<file path="src/efpga_pkg.sv">
// widths and counts for the eFPGA glue
// register port request and response structs

package efpga_pkg;

   localparam int DATA_W      = 32;
   localparam int BE_W        = DATA_W / 8;
   localparam int LINT_ADDR_W = 20;   // fabric register space
   localparam int CTRL_W      = 32;
   localparam int N_EVENTS    = 16;

   // cycles an enabled access waits before the fabric request
   localparam int SETTLE_CYCLES = 2;
   localparam int SETTLE_CNT_W  = $clog2(SETTLE_CYCLES + 1);
   localparam logic [SETTLE_CNT_W-1:0] SETTLE_LAST = SETTLE_CNT_W'(SETTLE_CYCLES - 1);

   // one access towards the fabric register port
   typedef struct packed {
      logic                   we;      // 1 = write
      logic [LINT_ADDR_W-1:0] addr;
      logic [BE_W-1:0]        be;
      logic [DATA_W-1:0]      wdata;
   } lint_req_t;

   typedef struct packed {
      logic [DATA_W-1:0] rdata;
   } lint_rsp_t;

endpackage

</file>
<file path="src/ctrl_word_filter.sv">
// control word stability filter
// three equal samples needed before the word reaches the fabric
`timescale 1ns/1ps

module ctrl_word_filter (
   input  logic                           asic_clk_i,
   input  logic                           rst_n,
   input  logic [efpga_pkg::CTRL_W-1:0]   control_i,
   output logic [efpga_pkg::CTRL_W-1:0]   efpga_control_o
);

   logic [efpga_pkg::CTRL_W-1:0] ctrl_d1_q;
   logic [efpga_pkg::CTRL_W-1:0] ctrl_d2_q;
   logic                         ctrl_stable_q;

   always_ff @(posedge asic_clk_i or negedge rst_n) begin
      if (!rst_n) begin
         ctrl_d1_q     <= '0;
         ctrl_d2_q     <= '0;
         ctrl_stable_q <= 1'b0;
      end else begin
         ctrl_d1_q     <= control_i;
         ctrl_d2_q     <= ctrl_d1_q;
         ctrl_stable_q <= (control_i == ctrl_d1_q) && (control_i == ctrl_d2_q);
      end
   end

   // capture register, only loads a word seen three times in a row
   always_ff @(posedge asic_clk_i or negedge rst_n) begin
      if (!rst_n) begin
         efpga_control_o <= '0;
      end else if (ctrl_stable_q) begin
         efpga_control_o <= ctrl_d1_q;   // d1 still holds the stable word
      end
   end

endmodule

</file>
<file path="src/event_edge_sync.sv">
// fabric event synchronizer and rising edge detector
// two flop sync, enable gate, one pulse per gated rise
`timescale 1ns/1ps

module event_edge_sync (
   input  logic                             asic_clk_i,
   input  logic                             rst_n,
   input  logic                             enable_events_i,
   input  logic [efpga_pkg::N_EVENTS-1:0]   fab_events_i,
   output logic [efpga_pkg::N_EVENTS-1:0]   efpga_event_o
);

   logic [efpga_pkg::N_EVENTS-1:0] evt_meta_q;
   logic [efpga_pkg::N_EVENTS-1:0] evt_sync_q;
   logic [efpga_pkg::N_EVENTS-1:0] evt_gated;
   logic [efpga_pkg::N_EVENTS-1:0] evt_prev_q;

   // fabric drives these without reference to asic_clk_i
   always_ff @(posedge asic_clk_i or negedge rst_n) begin
      if (!rst_n) begin
         evt_meta_q <= '0;
         evt_sync_q <= '0;
      end else begin
         evt_meta_q <= fab_events_i;
         evt_sync_q <= evt_meta_q;
      end
   end

   assign evt_gated = evt_sync_q & {efpga_pkg::N_EVENTS{enable_events_i}};

   always_ff @(posedge asic_clk_i or negedge rst_n) begin
      if (!rst_n) begin
         evt_prev_q    <= '0;
         efpga_event_o <= '0;
      end else begin
         evt_prev_q    <= evt_gated;
         efpga_event_o <= evt_gated & ~evt_prev_q;   // rising edge only
      end
   end

endmodule

</file>
<file path="src/lint_wb_slave.sv">
// Wishbone classic slave stage for the fabric register port
// registers one access, waits for the gate, pulses ack
`timescale 1ns/1ps

module lint_wb_slave (
   input  logic                                asic_clk_i,
   input  logic                                rst_n,
   input  logic                                wb_cyc_i,
   input  logic                                wb_stb_i,
   input  logic                                wb_we_i,
   input  logic [efpga_pkg::LINT_ADDR_W-1:0]   wb_adr_i,
   input  logic [efpga_pkg::DATA_W-1:0]        wb_dat_i,
   input  logic [efpga_pkg::BE_W-1:0]          wb_sel_i,
   output logic [efpga_pkg::DATA_W-1:0]        wb_dat_o,
   output logic                                wb_ack_o,
   output efpga_pkg::lint_req_t                acc_req_o,
   output logic                                acc_valid_o,
   input  logic                                acc_done_i,
   input  efpga_pkg::lint_rsp_t                acc_rsp_i
);

   typedef enum logic [1:0] {
      S_IDLE,
      S_BUSY,
      S_ACK
   } slv_state_t;

   slv_state_t state_q;
   logic       wb_start;

   assign wb_start = (state_q == S_IDLE) && wb_cyc_i && wb_stb_i;

   always_ff @(posedge asic_clk_i or negedge rst_n) begin
      if (!rst_n) begin
         state_q     <= S_IDLE;
         acc_valid_o <= 1'b0;
         wb_ack_o    <= 1'b0;
      end else begin
         case (state_q)
            S_IDLE: begin
               if (wb_start) begin
                  acc_valid_o <= 1'b1;
                  state_q     <= S_BUSY;
               end
            end
            S_BUSY: begin
               if (acc_done_i) begin
                  acc_valid_o <= 1'b0;
                  wb_ack_o    <= 1'b1;
                  state_q     <= S_ACK;
               end
            end
            S_ACK: begin
               wb_ack_o <= 1'b0;
               // one extra cycle here so the acked cycle is not taken again
               if (!wb_ack_o) begin
                  state_q <= S_IDLE;
               end
            end
            default: state_q <= S_IDLE;
         endcase
      end
   end

   always_ff @(posedge asic_clk_i) begin
      if (wb_start) begin
         acc_req_o.we    <= wb_we_i;
         acc_req_o.addr  <= wb_adr_i;
         acc_req_o.be    <= wb_sel_i;
         acc_req_o.wdata <= wb_dat_i;
      end
      if ((state_q == S_BUSY) && acc_done_i) begin
         wb_dat_o <= acc_rsp_i.rdata;   // valid with ack
      end
   end

endmodule

</file>
<file path="src/lint_access_gate.sv">
// register port enable gate and fabric handshake
// settle delay, request until grant, wait for rvalid
`timescale 1ns/1ps

module lint_access_gate (
   input  logic                            asic_clk_i,
   input  logic                            rst_n,
   input  logic                            enable_apb_i,
   input  efpga_pkg::lint_req_t            acc_req_i,
   input  logic                            acc_valid_i,
   output logic                            acc_done_o,
   output efpga_pkg::lint_rsp_t            acc_rsp_o,
   output efpga_pkg::lint_req_t            fab_req_o,
   output logic                            fab_req_valid_o,
   input  logic                            fab_gnt_i,
   input  logic                            fab_rvalid_i,
   input  logic [efpga_pkg::DATA_W-1:0]    fab_rdata_i
);

   typedef enum logic [2:0] {
      G_IDLE,
      G_SETTLE,
      G_REQ,
      G_WAIT,
      G_DONE
   } gate_state_t;

   gate_state_t                         state_q;
   logic [efpga_pkg::SETTLE_CNT_W-1:0]  settle_cnt_q;
   logic                                acc_start;

   assign acc_start = (state_q == G_IDLE) && acc_valid_i;

   always_ff @(posedge asic_clk_i or negedge rst_n) begin
      if (!rst_n) begin
         state_q         <= G_IDLE;
         settle_cnt_q    <= '0;
         fab_req_valid_o <= 1'b0;
         acc_done_o      <= 1'b0;
      end else begin
         acc_done_o <= 1'b0;
         case (state_q)
            G_IDLE: begin
               if (acc_valid_i) begin
                  settle_cnt_q <= '0;
                  if (enable_apb_i) begin
                     state_q <= G_SETTLE;
                  end else begin
                     acc_done_o <= 1'b1;   // port off, complete at once
                     state_q    <= G_DONE;
                  end
               end
            end
            G_SETTLE: begin
               if (!enable_apb_i) begin
                  acc_done_o <= 1'b1;   // disabled while settling
                  state_q    <= G_DONE;
               end else if (settle_cnt_q == efpga_pkg::SETTLE_LAST) begin
                  fab_req_valid_o <= 1'b1;
                  state_q         <= G_REQ;
               end else begin
                  settle_cnt_q <= settle_cnt_q + 1'b1;
               end
            end
            G_REQ: begin
               if (fab_gnt_i) begin
                  fab_req_valid_o <= 1'b0;   // transfer cycle
                  state_q         <= G_WAIT;
               end
            end
            G_WAIT: begin
               if (fab_rvalid_i) begin
                  acc_done_o <= 1'b1;
                  state_q    <= G_DONE;
               end
            end
            // slave drops acc_valid_i on the done edge
            G_DONE: state_q <= G_IDLE;
            default: state_q <= G_IDLE;
         endcase
      end
   end

   always_ff @(posedge asic_clk_i) begin
      if (acc_start) begin
         fab_req_o <= acc_req_i;
         acc_rsp_o <= '0;   // zero unless the fabric answers
      end
      if ((state_q == G_WAIT) && fab_rvalid_i) begin
         acc_rsp_o.rdata <= fab_rdata_i;
      end
   end

endmodule

</file>
<file path="src/efpga_subsystem.sv">
// eFPGA subsystem ASIC side glue
// control word filter, event sync, Wishbone register port
`timescale 1ns/1ps

module efpga_subsystem (
   input  logic                                asic_clk_i,
   input  logic                                rst_n,

   input  logic                                enable_apb_i,
   input  logic                                enable_events_i,

   input  logic [efpga_pkg::CTRL_W-1:0]        control_i,
   output logic [efpga_pkg::CTRL_W-1:0]        efpga_control_o,

   input  logic [efpga_pkg::N_EVENTS-1:0]      fab_events_i,
   output logic [efpga_pkg::N_EVENTS-1:0]      efpga_event_o,

   // SoC side Wishbone classic
   input  logic                                wb_cyc_i,
   input  logic                                wb_stb_i,
   input  logic                                wb_we_i,
   input  logic [efpga_pkg::LINT_ADDR_W-1:0]   wb_adr_i,
   input  logic [efpga_pkg::DATA_W-1:0]        wb_dat_i,
   input  logic [efpga_pkg::BE_W-1:0]          wb_sel_i,
   output logic [efpga_pkg::DATA_W-1:0]        wb_dat_o,
   output logic                                wb_ack_o,

   // fabric register port
   output efpga_pkg::lint_req_t                fab_req_o,
   output logic                                fab_req_valid_o,
   input  logic                                fab_gnt_i,
   input  logic                                fab_rvalid_i,
   input  logic [efpga_pkg::DATA_W-1:0]        fab_rdata_i
);

   efpga_pkg::lint_req_t acc_req;
   efpga_pkg::lint_rsp_t acc_rsp;
   logic                 acc_valid;
   logic                 acc_done;

   ctrl_word_filter u_ctrl_filter (
      .asic_clk_i      (asic_clk_i),
      .rst_n           (rst_n),
      .control_i       (control_i),
      .efpga_control_o (efpga_control_o)
   );

   event_edge_sync u_event_sync (
      .asic_clk_i      (asic_clk_i),
      .rst_n           (rst_n),
      .enable_events_i (enable_events_i),
      .fab_events_i    (fab_events_i),
      .efpga_event_o   (efpga_event_o)
   );

   lint_wb_slave u_wb_slave (
      .asic_clk_i  (asic_clk_i),
      .rst_n       (rst_n),
      .wb_cyc_i    (wb_cyc_i),
      .wb_stb_i    (wb_stb_i),
      .wb_we_i     (wb_we_i),
      .wb_adr_i    (wb_adr_i),
      .wb_dat_i    (wb_dat_i),
      .wb_sel_i    (wb_sel_i),
      .wb_dat_o    (wb_dat_o),
      .wb_ack_o    (wb_ack_o),
      .acc_req_o   (acc_req),
      .acc_valid_o (acc_valid),
      .acc_done_i  (acc_done),
      .acc_rsp_i   (acc_rsp)
   );

   lint_access_gate u_access_gate (
      .asic_clk_i      (asic_clk_i),
      .rst_n           (rst_n),
      .enable_apb_i    (enable_apb_i),
      .acc_req_i       (acc_req),
      .acc_valid_i     (acc_valid),
      .acc_done_o      (acc_done),
      .acc_rsp_o       (acc_rsp),
      .fab_req_o       (fab_req_o),
      .fab_req_valid_o (fab_req_valid_o),
      .fab_gnt_i       (fab_gnt_i),
      .fab_rvalid_i    (fab_rvalid_i),
      .fab_rdata_i     (fab_rdata_i)
   );

endmodule

</file>
<file path="config.mk">
export PLATFORM = sky130hd
export DESIGN_NAME = efpga_subsystem
export DESIGN_NICKNAME = d
export VERILOG_FILES = /design/src/efpga_pkg.sv /design/src/ctrl_word_filter.sv /design/src/event_edge_sync.sv /design/src/lint_wb_slave.sv /design/src/lint_access_gate.sv /design/src/efpga_subsystem.sv
export SDC_FILE = /design/constraint.sdc
export NUM_CORES = 1
export LEC_CHECK = 0
export BUFFER_PORTS_ARGS = -buffer_cell sky130_fd_sc_hd__buf_2
export CAP_MARGIN = 5
export CORE_UTILIZATION = 45
export CTS_CLUSTER_DIAMETER = 60
export DETAILED_ROUTE_END_ITERATION = 12
export PLACE_DENSITY = 0.75
export SETUP_SLACK_MARGIN = 0.3
export SLEW_MARGIN = 20
export SYNTH_ARGS = -nofsm -noshare
export SYNTH_HDL_FRONTEND = slang
export SYNTH_HIERARCHICAL = 1
export SYNTH_SLANG_ARGS = --single-unit
</file>
<file path="constraint.sdc">
create_clock -name asic_clk_i -period 7.55 [get_ports asic_clk_i]
set_clock_uncertainty 0.2 [all_clocks]
set_input_delay 0.3775 -clock asic_clk_i [delete_from_list [all_inputs] [get_ports asic_clk_i]]
set_output_delay 0.3775 -clock asic_clk_i [all_outputs]
set_load 0.1 [all_outputs]
</file>
# Yosys cells after proc, flatten, opt, wreduce, memory -nomap -nowiden
# Cells that the tools add are included.
totals:
  word_cells: 96
  output_inout_bits: 139
  inputBits: 145
  reg_bits: 350
classes:
  mux: 30
  eq_ne: 18
  n_addsub: 1
  bitwise_logic: 3
  reduce_logical: 19
op_table:
  columns: ["cell", "n"]
  rows:
  - ["$eq 32x32->1", 2]
  - ["$mux 32", 2]
  - ["$and 16x16->16", 2]
  - ["$mux 3", 6]
  - ["$not 16->16", 1]
  - ["$mux 2", 6]
  - ["$ne 2x2->1 const B", 6]
  - ["$pmux 3 s4", 1]
  - ["$reduce_and 4->1", 3]
  - ["$reduce_bool 2->1", 5]
  - ["$mux 1", 9]
  - ["$eq 3x2->1 const B", 2]
  - ["$logic_and 1x1->1", 6]
  - ["$ne 2x1->1 const B", 3]
  - ["$pmux 1 s2", 3]
  - ["$pmux 2 s3", 1]
  - ["$reduce_and 3->1", 2]
  - ["$eq 2x1->1 const B", 2]
  - ["$pmux 2 s2", 1]
  - ["$eq 3x1->1 const B", 1]
  - ["$logic_not 3->1", 1]
  - ["$ne 3x2->1 const B", 1]
  - ["$pmux 1 s3", 1]
  - ["$add 2x1->2 const B", 1]
  - ["3 further kinds", 3]

# Longest topological paths before layout
logic_depth:
  word_depth: 5
  mapped_depth: 5
  mapped_depth_nobuf: 5

# Modules after synthesis
# Netlist, hierarchy kept.
modules_own_cells:
  columns: ["mod", "n_inst", "area_each_um2", "cells_per_inst", "seq_area_each_um2"]
  rows:
  - ["ctrl_word_filter", 1, 3404.5, 218, 2427.3]
  - ["lint_access_gate", 1, 3289.4, 167, 2847.7]
  - ["lint_wb_slave", 1, 2852.7, 106, 2772.7]
  - ["event_edge_sync", 1, 1871.8, 99, 1601.5]

# Least setup slack after synthesis
# OpenSTA, ideal clock, no wires.
synth_timing:
  path_type: "register -> register"
  start: "register u_access_gate.state_q[1]"
  end: "register u_access_gate/acc_rsp_o[0] (netlist bit), enable pin"
  arrival_ps: 5416
  setup_ps: 375
  synth_period_minus_slack_ps: 5991
  path_buffers: 1
  stages_incl_launch_ff: 4
  t_required_ps: 6975
  path_slack_ps: 1559
  path_cell_list: "dfrtp_1 buf_2 nor3_1 or2_2"
synth_between:
  elab_chain_cells: 3
  elab_cells_between_ends: 5
  classes_between: "1 x eq/ne; 4 x reduce/logical"
synth_rtl:
  columns: ["element", "line_no", "source"]
  rows:
  - ["from (decl)", "lint_access_gate.sv:28", "gate_state_t state_q;"]
  - ["from (signal assigned)", "lint_access_gate.sv:36", "state_q <= G_IDLE;"]
  - ["from (signal assigned)", "lint_access_gate.sv:47", "state_q <= G_SETTLE;"]
  - ["from (signal assigned)", "lint_access_gate.sv:50", "state_q <= G_DONE;"]
  - ["$logic_not 3->1", "lint_access_gate.sv:32", "assign acc_start = (state_q == G_IDLE) && acc_valid_i;"]
  - ["$logic_and 1x1->1", "lint_access_gate.sv:32", null]
  - ["net u_access_gate.acc_start", "lint_access_gate.sv:30", "logic acc_start;"]
  - ["$reduce_bool 2->1 (no line)", null, null]
  - ["to (decl)", "lint_access_gate.sv:12", "output efpga_pkg::lint_rsp_t acc_rsp_o,"]
# The timed path passes the listed nets, and every way through them passes these cells.
# A chain may end at the register's enable or synchronous reset.

# Worst setup path after layout
layout_timing:
  start: "register u_access_gate.state_q[0]"
  end: "register u_access_gate/acc_rsp_o[12] (netlist bit), enable pin"
layout_between:
  elab_chain_cells: 3
  elab_cells_between_ends: 5
  classes_between: "1 x eq/ne; 4 x reduce/logical"
layout_rtl:
  columns: ["element", "line_no"]
  rows:
  - ["$eq 3x2->1 or $logic_not 3->1 (tied branches)", "lint_access_gate.sv:89, lint_access_gate.sv:32"]
  - ["$logic_and 1x1->1, on equally long branches", "lint_access_gate.sv:89, lint_access_gate.sv:32"]
  - ["$reduce_bool 2->1 (no line) *", null]
# Every way passes the cells marked *; elsewhere a longest branch is shown, timed or not.

==> flow_summary.json <==
{
  "timing.final.ws_setup_ns": 5.123,
  "dr.pass1.iters": 4,
  "final_cells": 1394,
  "dieArea_sq_um": 26020,
  "yosys.cell_types.count": 45,
  "num_io_pins": 284,
  "path_cells": "nand3_1 > nor2_1 > buf_4 > or2_2",
  "critPathKind": "register to register",
  "crit_family": "simple AND/OR/NAND/NOR gates",
  "path_max_fanout": 33,
  "syn_nets": 736,
  "path_buf_inv": 1,
  "yosys_most_used_dff": "edfxtp_1",
  "status": "complete, no violations",
  "netlist_area_sq_um": 11420,
  "syn-instance-count": 590,
  "drt.antenna.violating_nets": 0,
  "drt_iter0_markers": 457,
  "vdd_drop_max_mv": 0.3297,
  "period_share_pct": 32.15,
  "ff_latch_area_sq_um": 9649,
  "cts_setup_buffers": 0,
  "htreeDepth": 2,
  "synth_top_area_cell": "edfxtp_1",
  "multiInputGateArea_sq_um": 1708,
  "cts_buffer_depth": 3,
  "min_period_ns": 2.427,
  "vias": 6615,
  "fin_nets": 1189,
  "insertedDiodeCount": 0,
  "synth-seq-cells": 350,
  "slowest_delay_ns": 0.66,
  "avgSynthCellArea_sq_um": 19.35,
  "antenna_found_initial": 0,
  "grt_pass1_vias": 7009,
  "die_y_um": 161.3,
  "drc": 0,
  "synth_top_area_share_pct": 46.81,
  "nFillCells": 1660,
  "yosysSeqAreaShare_pct": 84.51,
  "avgViaCountPerCell": 4.745,
  "die_x_um": 161.3,
  "cts_buffers": 37,
  "io_buffers": 283,
  "setup-tns-final_ns": 0,
  "synthTopCellsByArea": "edfxtp_1 47%, dfrtp_1 38%, mux2_2 3.2%, and2_1 2.6%, xor2_1 2.3%",
  "num_rows": 57,
  "final_area_sq_um": 15770,
  "initial_core_util_pct": 46.41,
  "dp.cells": 1189,
  "cts_tree": "done",
  "synth_most_common_cell": "edfxtp_1",
  "grt_pass1_wl_um": 37140,
  "maxCapViolations": 0,
  "fmax_mhz": 412.0,
  "dp_hpwl_um": 14500,
  "slew_viol_final": 0,
  "postLayoutCoreUtil_pct": 64.11,
  "wl_per_cell_um": 16.99,
  "root_buffer": "clkbuf_16",
  "leakage_nw": 6.936,
  "worstSetupStartpointType": "register",
  "clkTransAtPathRegs_ns": 0.06,
  "end_kind": "register",
  "crit_required_ns": 7.48,
  "finalSetupViolCount": 0,
  "synth-edff-count": 178,
  "hold_viol_final": 0,
  "holdWs_ns": 0.03040,
  "synthToLayoutAreaGrowth_pct": 38.14,
  "yosys-top-cells-count": "178 x edfxtp_1, 172 x dfrtp_1, 48 x and2_1",
  "cp_slowest_cell": "or2_2",
  "total_power_mw": 6.084,
  "tightestPinTransition_ns": 0.9115,
  "grt_max_degree": 98,
  "rsz0062_at_grt": "false",
  "grt_use_total_pct": 18.62,
  "placed_cell_area_sq_um": 13230,
  "cts.sinks": 350,
  "yosysWarningCount": 6,
  "critPathArrivalTime_ns": 2.36,
  "worst_slew_margin_rel_pct": 39.23,
  "min_path_type": "primary input to register",
  "drt-total-wl_um": 23680,
  "layout-drive-gt1-share_pct": 37.10,
  "pwr_density_cell_nw_per_um2": 385.7,
  "place_ws_ns": 5.172,
  "globalplace.congestion": 0.7836,
  "core_area_sq_um": 24600,
  "clock_latency_ns": 0.51,
  "gr-total-overflow": 0,
  "async_flop_share_pct": 49.14
}
[tightest hold or removal path, delay by kind of cell]
kind            cells  cell delay (ns)
compound gates      2             0.13
simple gates        1             0.06
buf+inv             1             0.11
[what timing repair did]
| action | CTS | global route |
|---|---|---|
| endpoints found under the hold margin | 234 | 0 |
| hold buffers | 139 | 0 |
| resized for setup | 0 | 0 |
[area by class of cell]
type,count,area share [%]
Sequential cell,350,61.17
Timing Repair Buffer,427,18.08
Multi-Input combinational cell,224,10.83
Clock buffer,45,6.457
Tap cell,324,2.570
Clock inverter,21,0.8249
Inverter,3,0.07139
[cells in the final DEF, fill, tap and decap left out, types with 3 or more instances in the layout]
master           n
a211oi_1         3
a21oi_1          4
and2_1          48
and3_1          15
and3b_1          4
and3b_2         12
buf_2          282
buf_4            5
clkbuf_1         4
clkbuf_16       39
clkinv_1         6
clkinv_2         6
clkinvlp_4       3
dfrtp_1        172
dlygate4sd3_1  139
edfxtp_1       178
inv_1            3
inv_6            3
mux2_2          32
nand2_1          3
nor2_1           4
nor3_1          16
nor3_2           3
nor4_1           7
o21ai_0          6
o22ai_1          8
xor2_1          30
[path summary, 6_finish.rpt]
check | from | end | slack [ns] | cells past startpoint
max | u_access_gate/state_q[0] | u_access_gate/acc_rsp_o[12] | 5.12 | 4
min | fab_rvalid_i | u_access_gate/state_q[1] | 0.03 | 4
max reg2reg | u_access_gate/state_q[0] | u_access_gate/acc_rsp_o[12] | 5.12 | 4
min reg2reg | u_event_sync/evt_meta_q[15] | u_event_sync/evt_sync_q[15] | 0.14 | 0
max in group asynchronous | rst_n | u_event_sync/evt_sync_q[11] | 5.36 | 3
min in group asynchronous | rst_n | u_ctrl_filter/efpga_control_o[14] | 0.29 | 2
[cells by family after synthesis]
family                   after synthesis  share of synthesized area (%)
multiplexers                          36                          3.561
flip-flops                           350                          84.51
buffers and inverters                 16                         0.6245
AND/OR/NAND/NOR                      131                          7.484
AO/OA/AOI/OAI                         26                          1.414
adder cells (fa/ha/maj)                1                         0.1096
XOR/XNOR                              30                          2.301
[state kept, by name, indices dropped and copies added, names as in the netlist]
name / flops
u_wb_slave/state_q: 2
u_wb_slave/acc_req_o: 57
u_wb_slave/wb_dat_o: 32
u_access_gate/fab_req_valid_o: 1
u_ctrl_filter/ctrl_stable_q: 1
u_access_gate/fab_req_o: 57
u_event_sync/efpga_event_o: 16
u_access_gate/state_q: 3
u_wb_slave/acc_valid_o: 1
u_wb_slave/wb_ack_o: 1
u_access_gate/acc_rsp_o: 32
u_ctrl_filter/ctrl_d1_q: 32
u_access_gate/settle_cnt_q: 2
u_access_gate/acc_done_o: 1
u_event_sync/evt_meta_q: 16
u_event_sync/evt_prev_q: 16
u_ctrl_filter/efpga_control_o: 32
u_ctrl_filter/ctrl_d2_q: 32
u_event_sync/evt_sync_q: 16
[layer usage]
layer  routed length [um]  GRT usage, %  up-vias
met5                    0             0        -
li1                     -             -     3055
met4                  343         5.060        0
met3                 1697         4.777       35
met2                12260         32.52      265
met1                 9378         22.98     3260
[where the power goes]
group	total (mW)	internal, mW	switching (mW)
Clock	1.68	0.969	0.707
Sequential	2.62	2.48	0.134
Combinational	1.79	0.258	1.53
Total	6.08	3.71	2.38
Note: power is estimated with default switching activity, not from simulation.
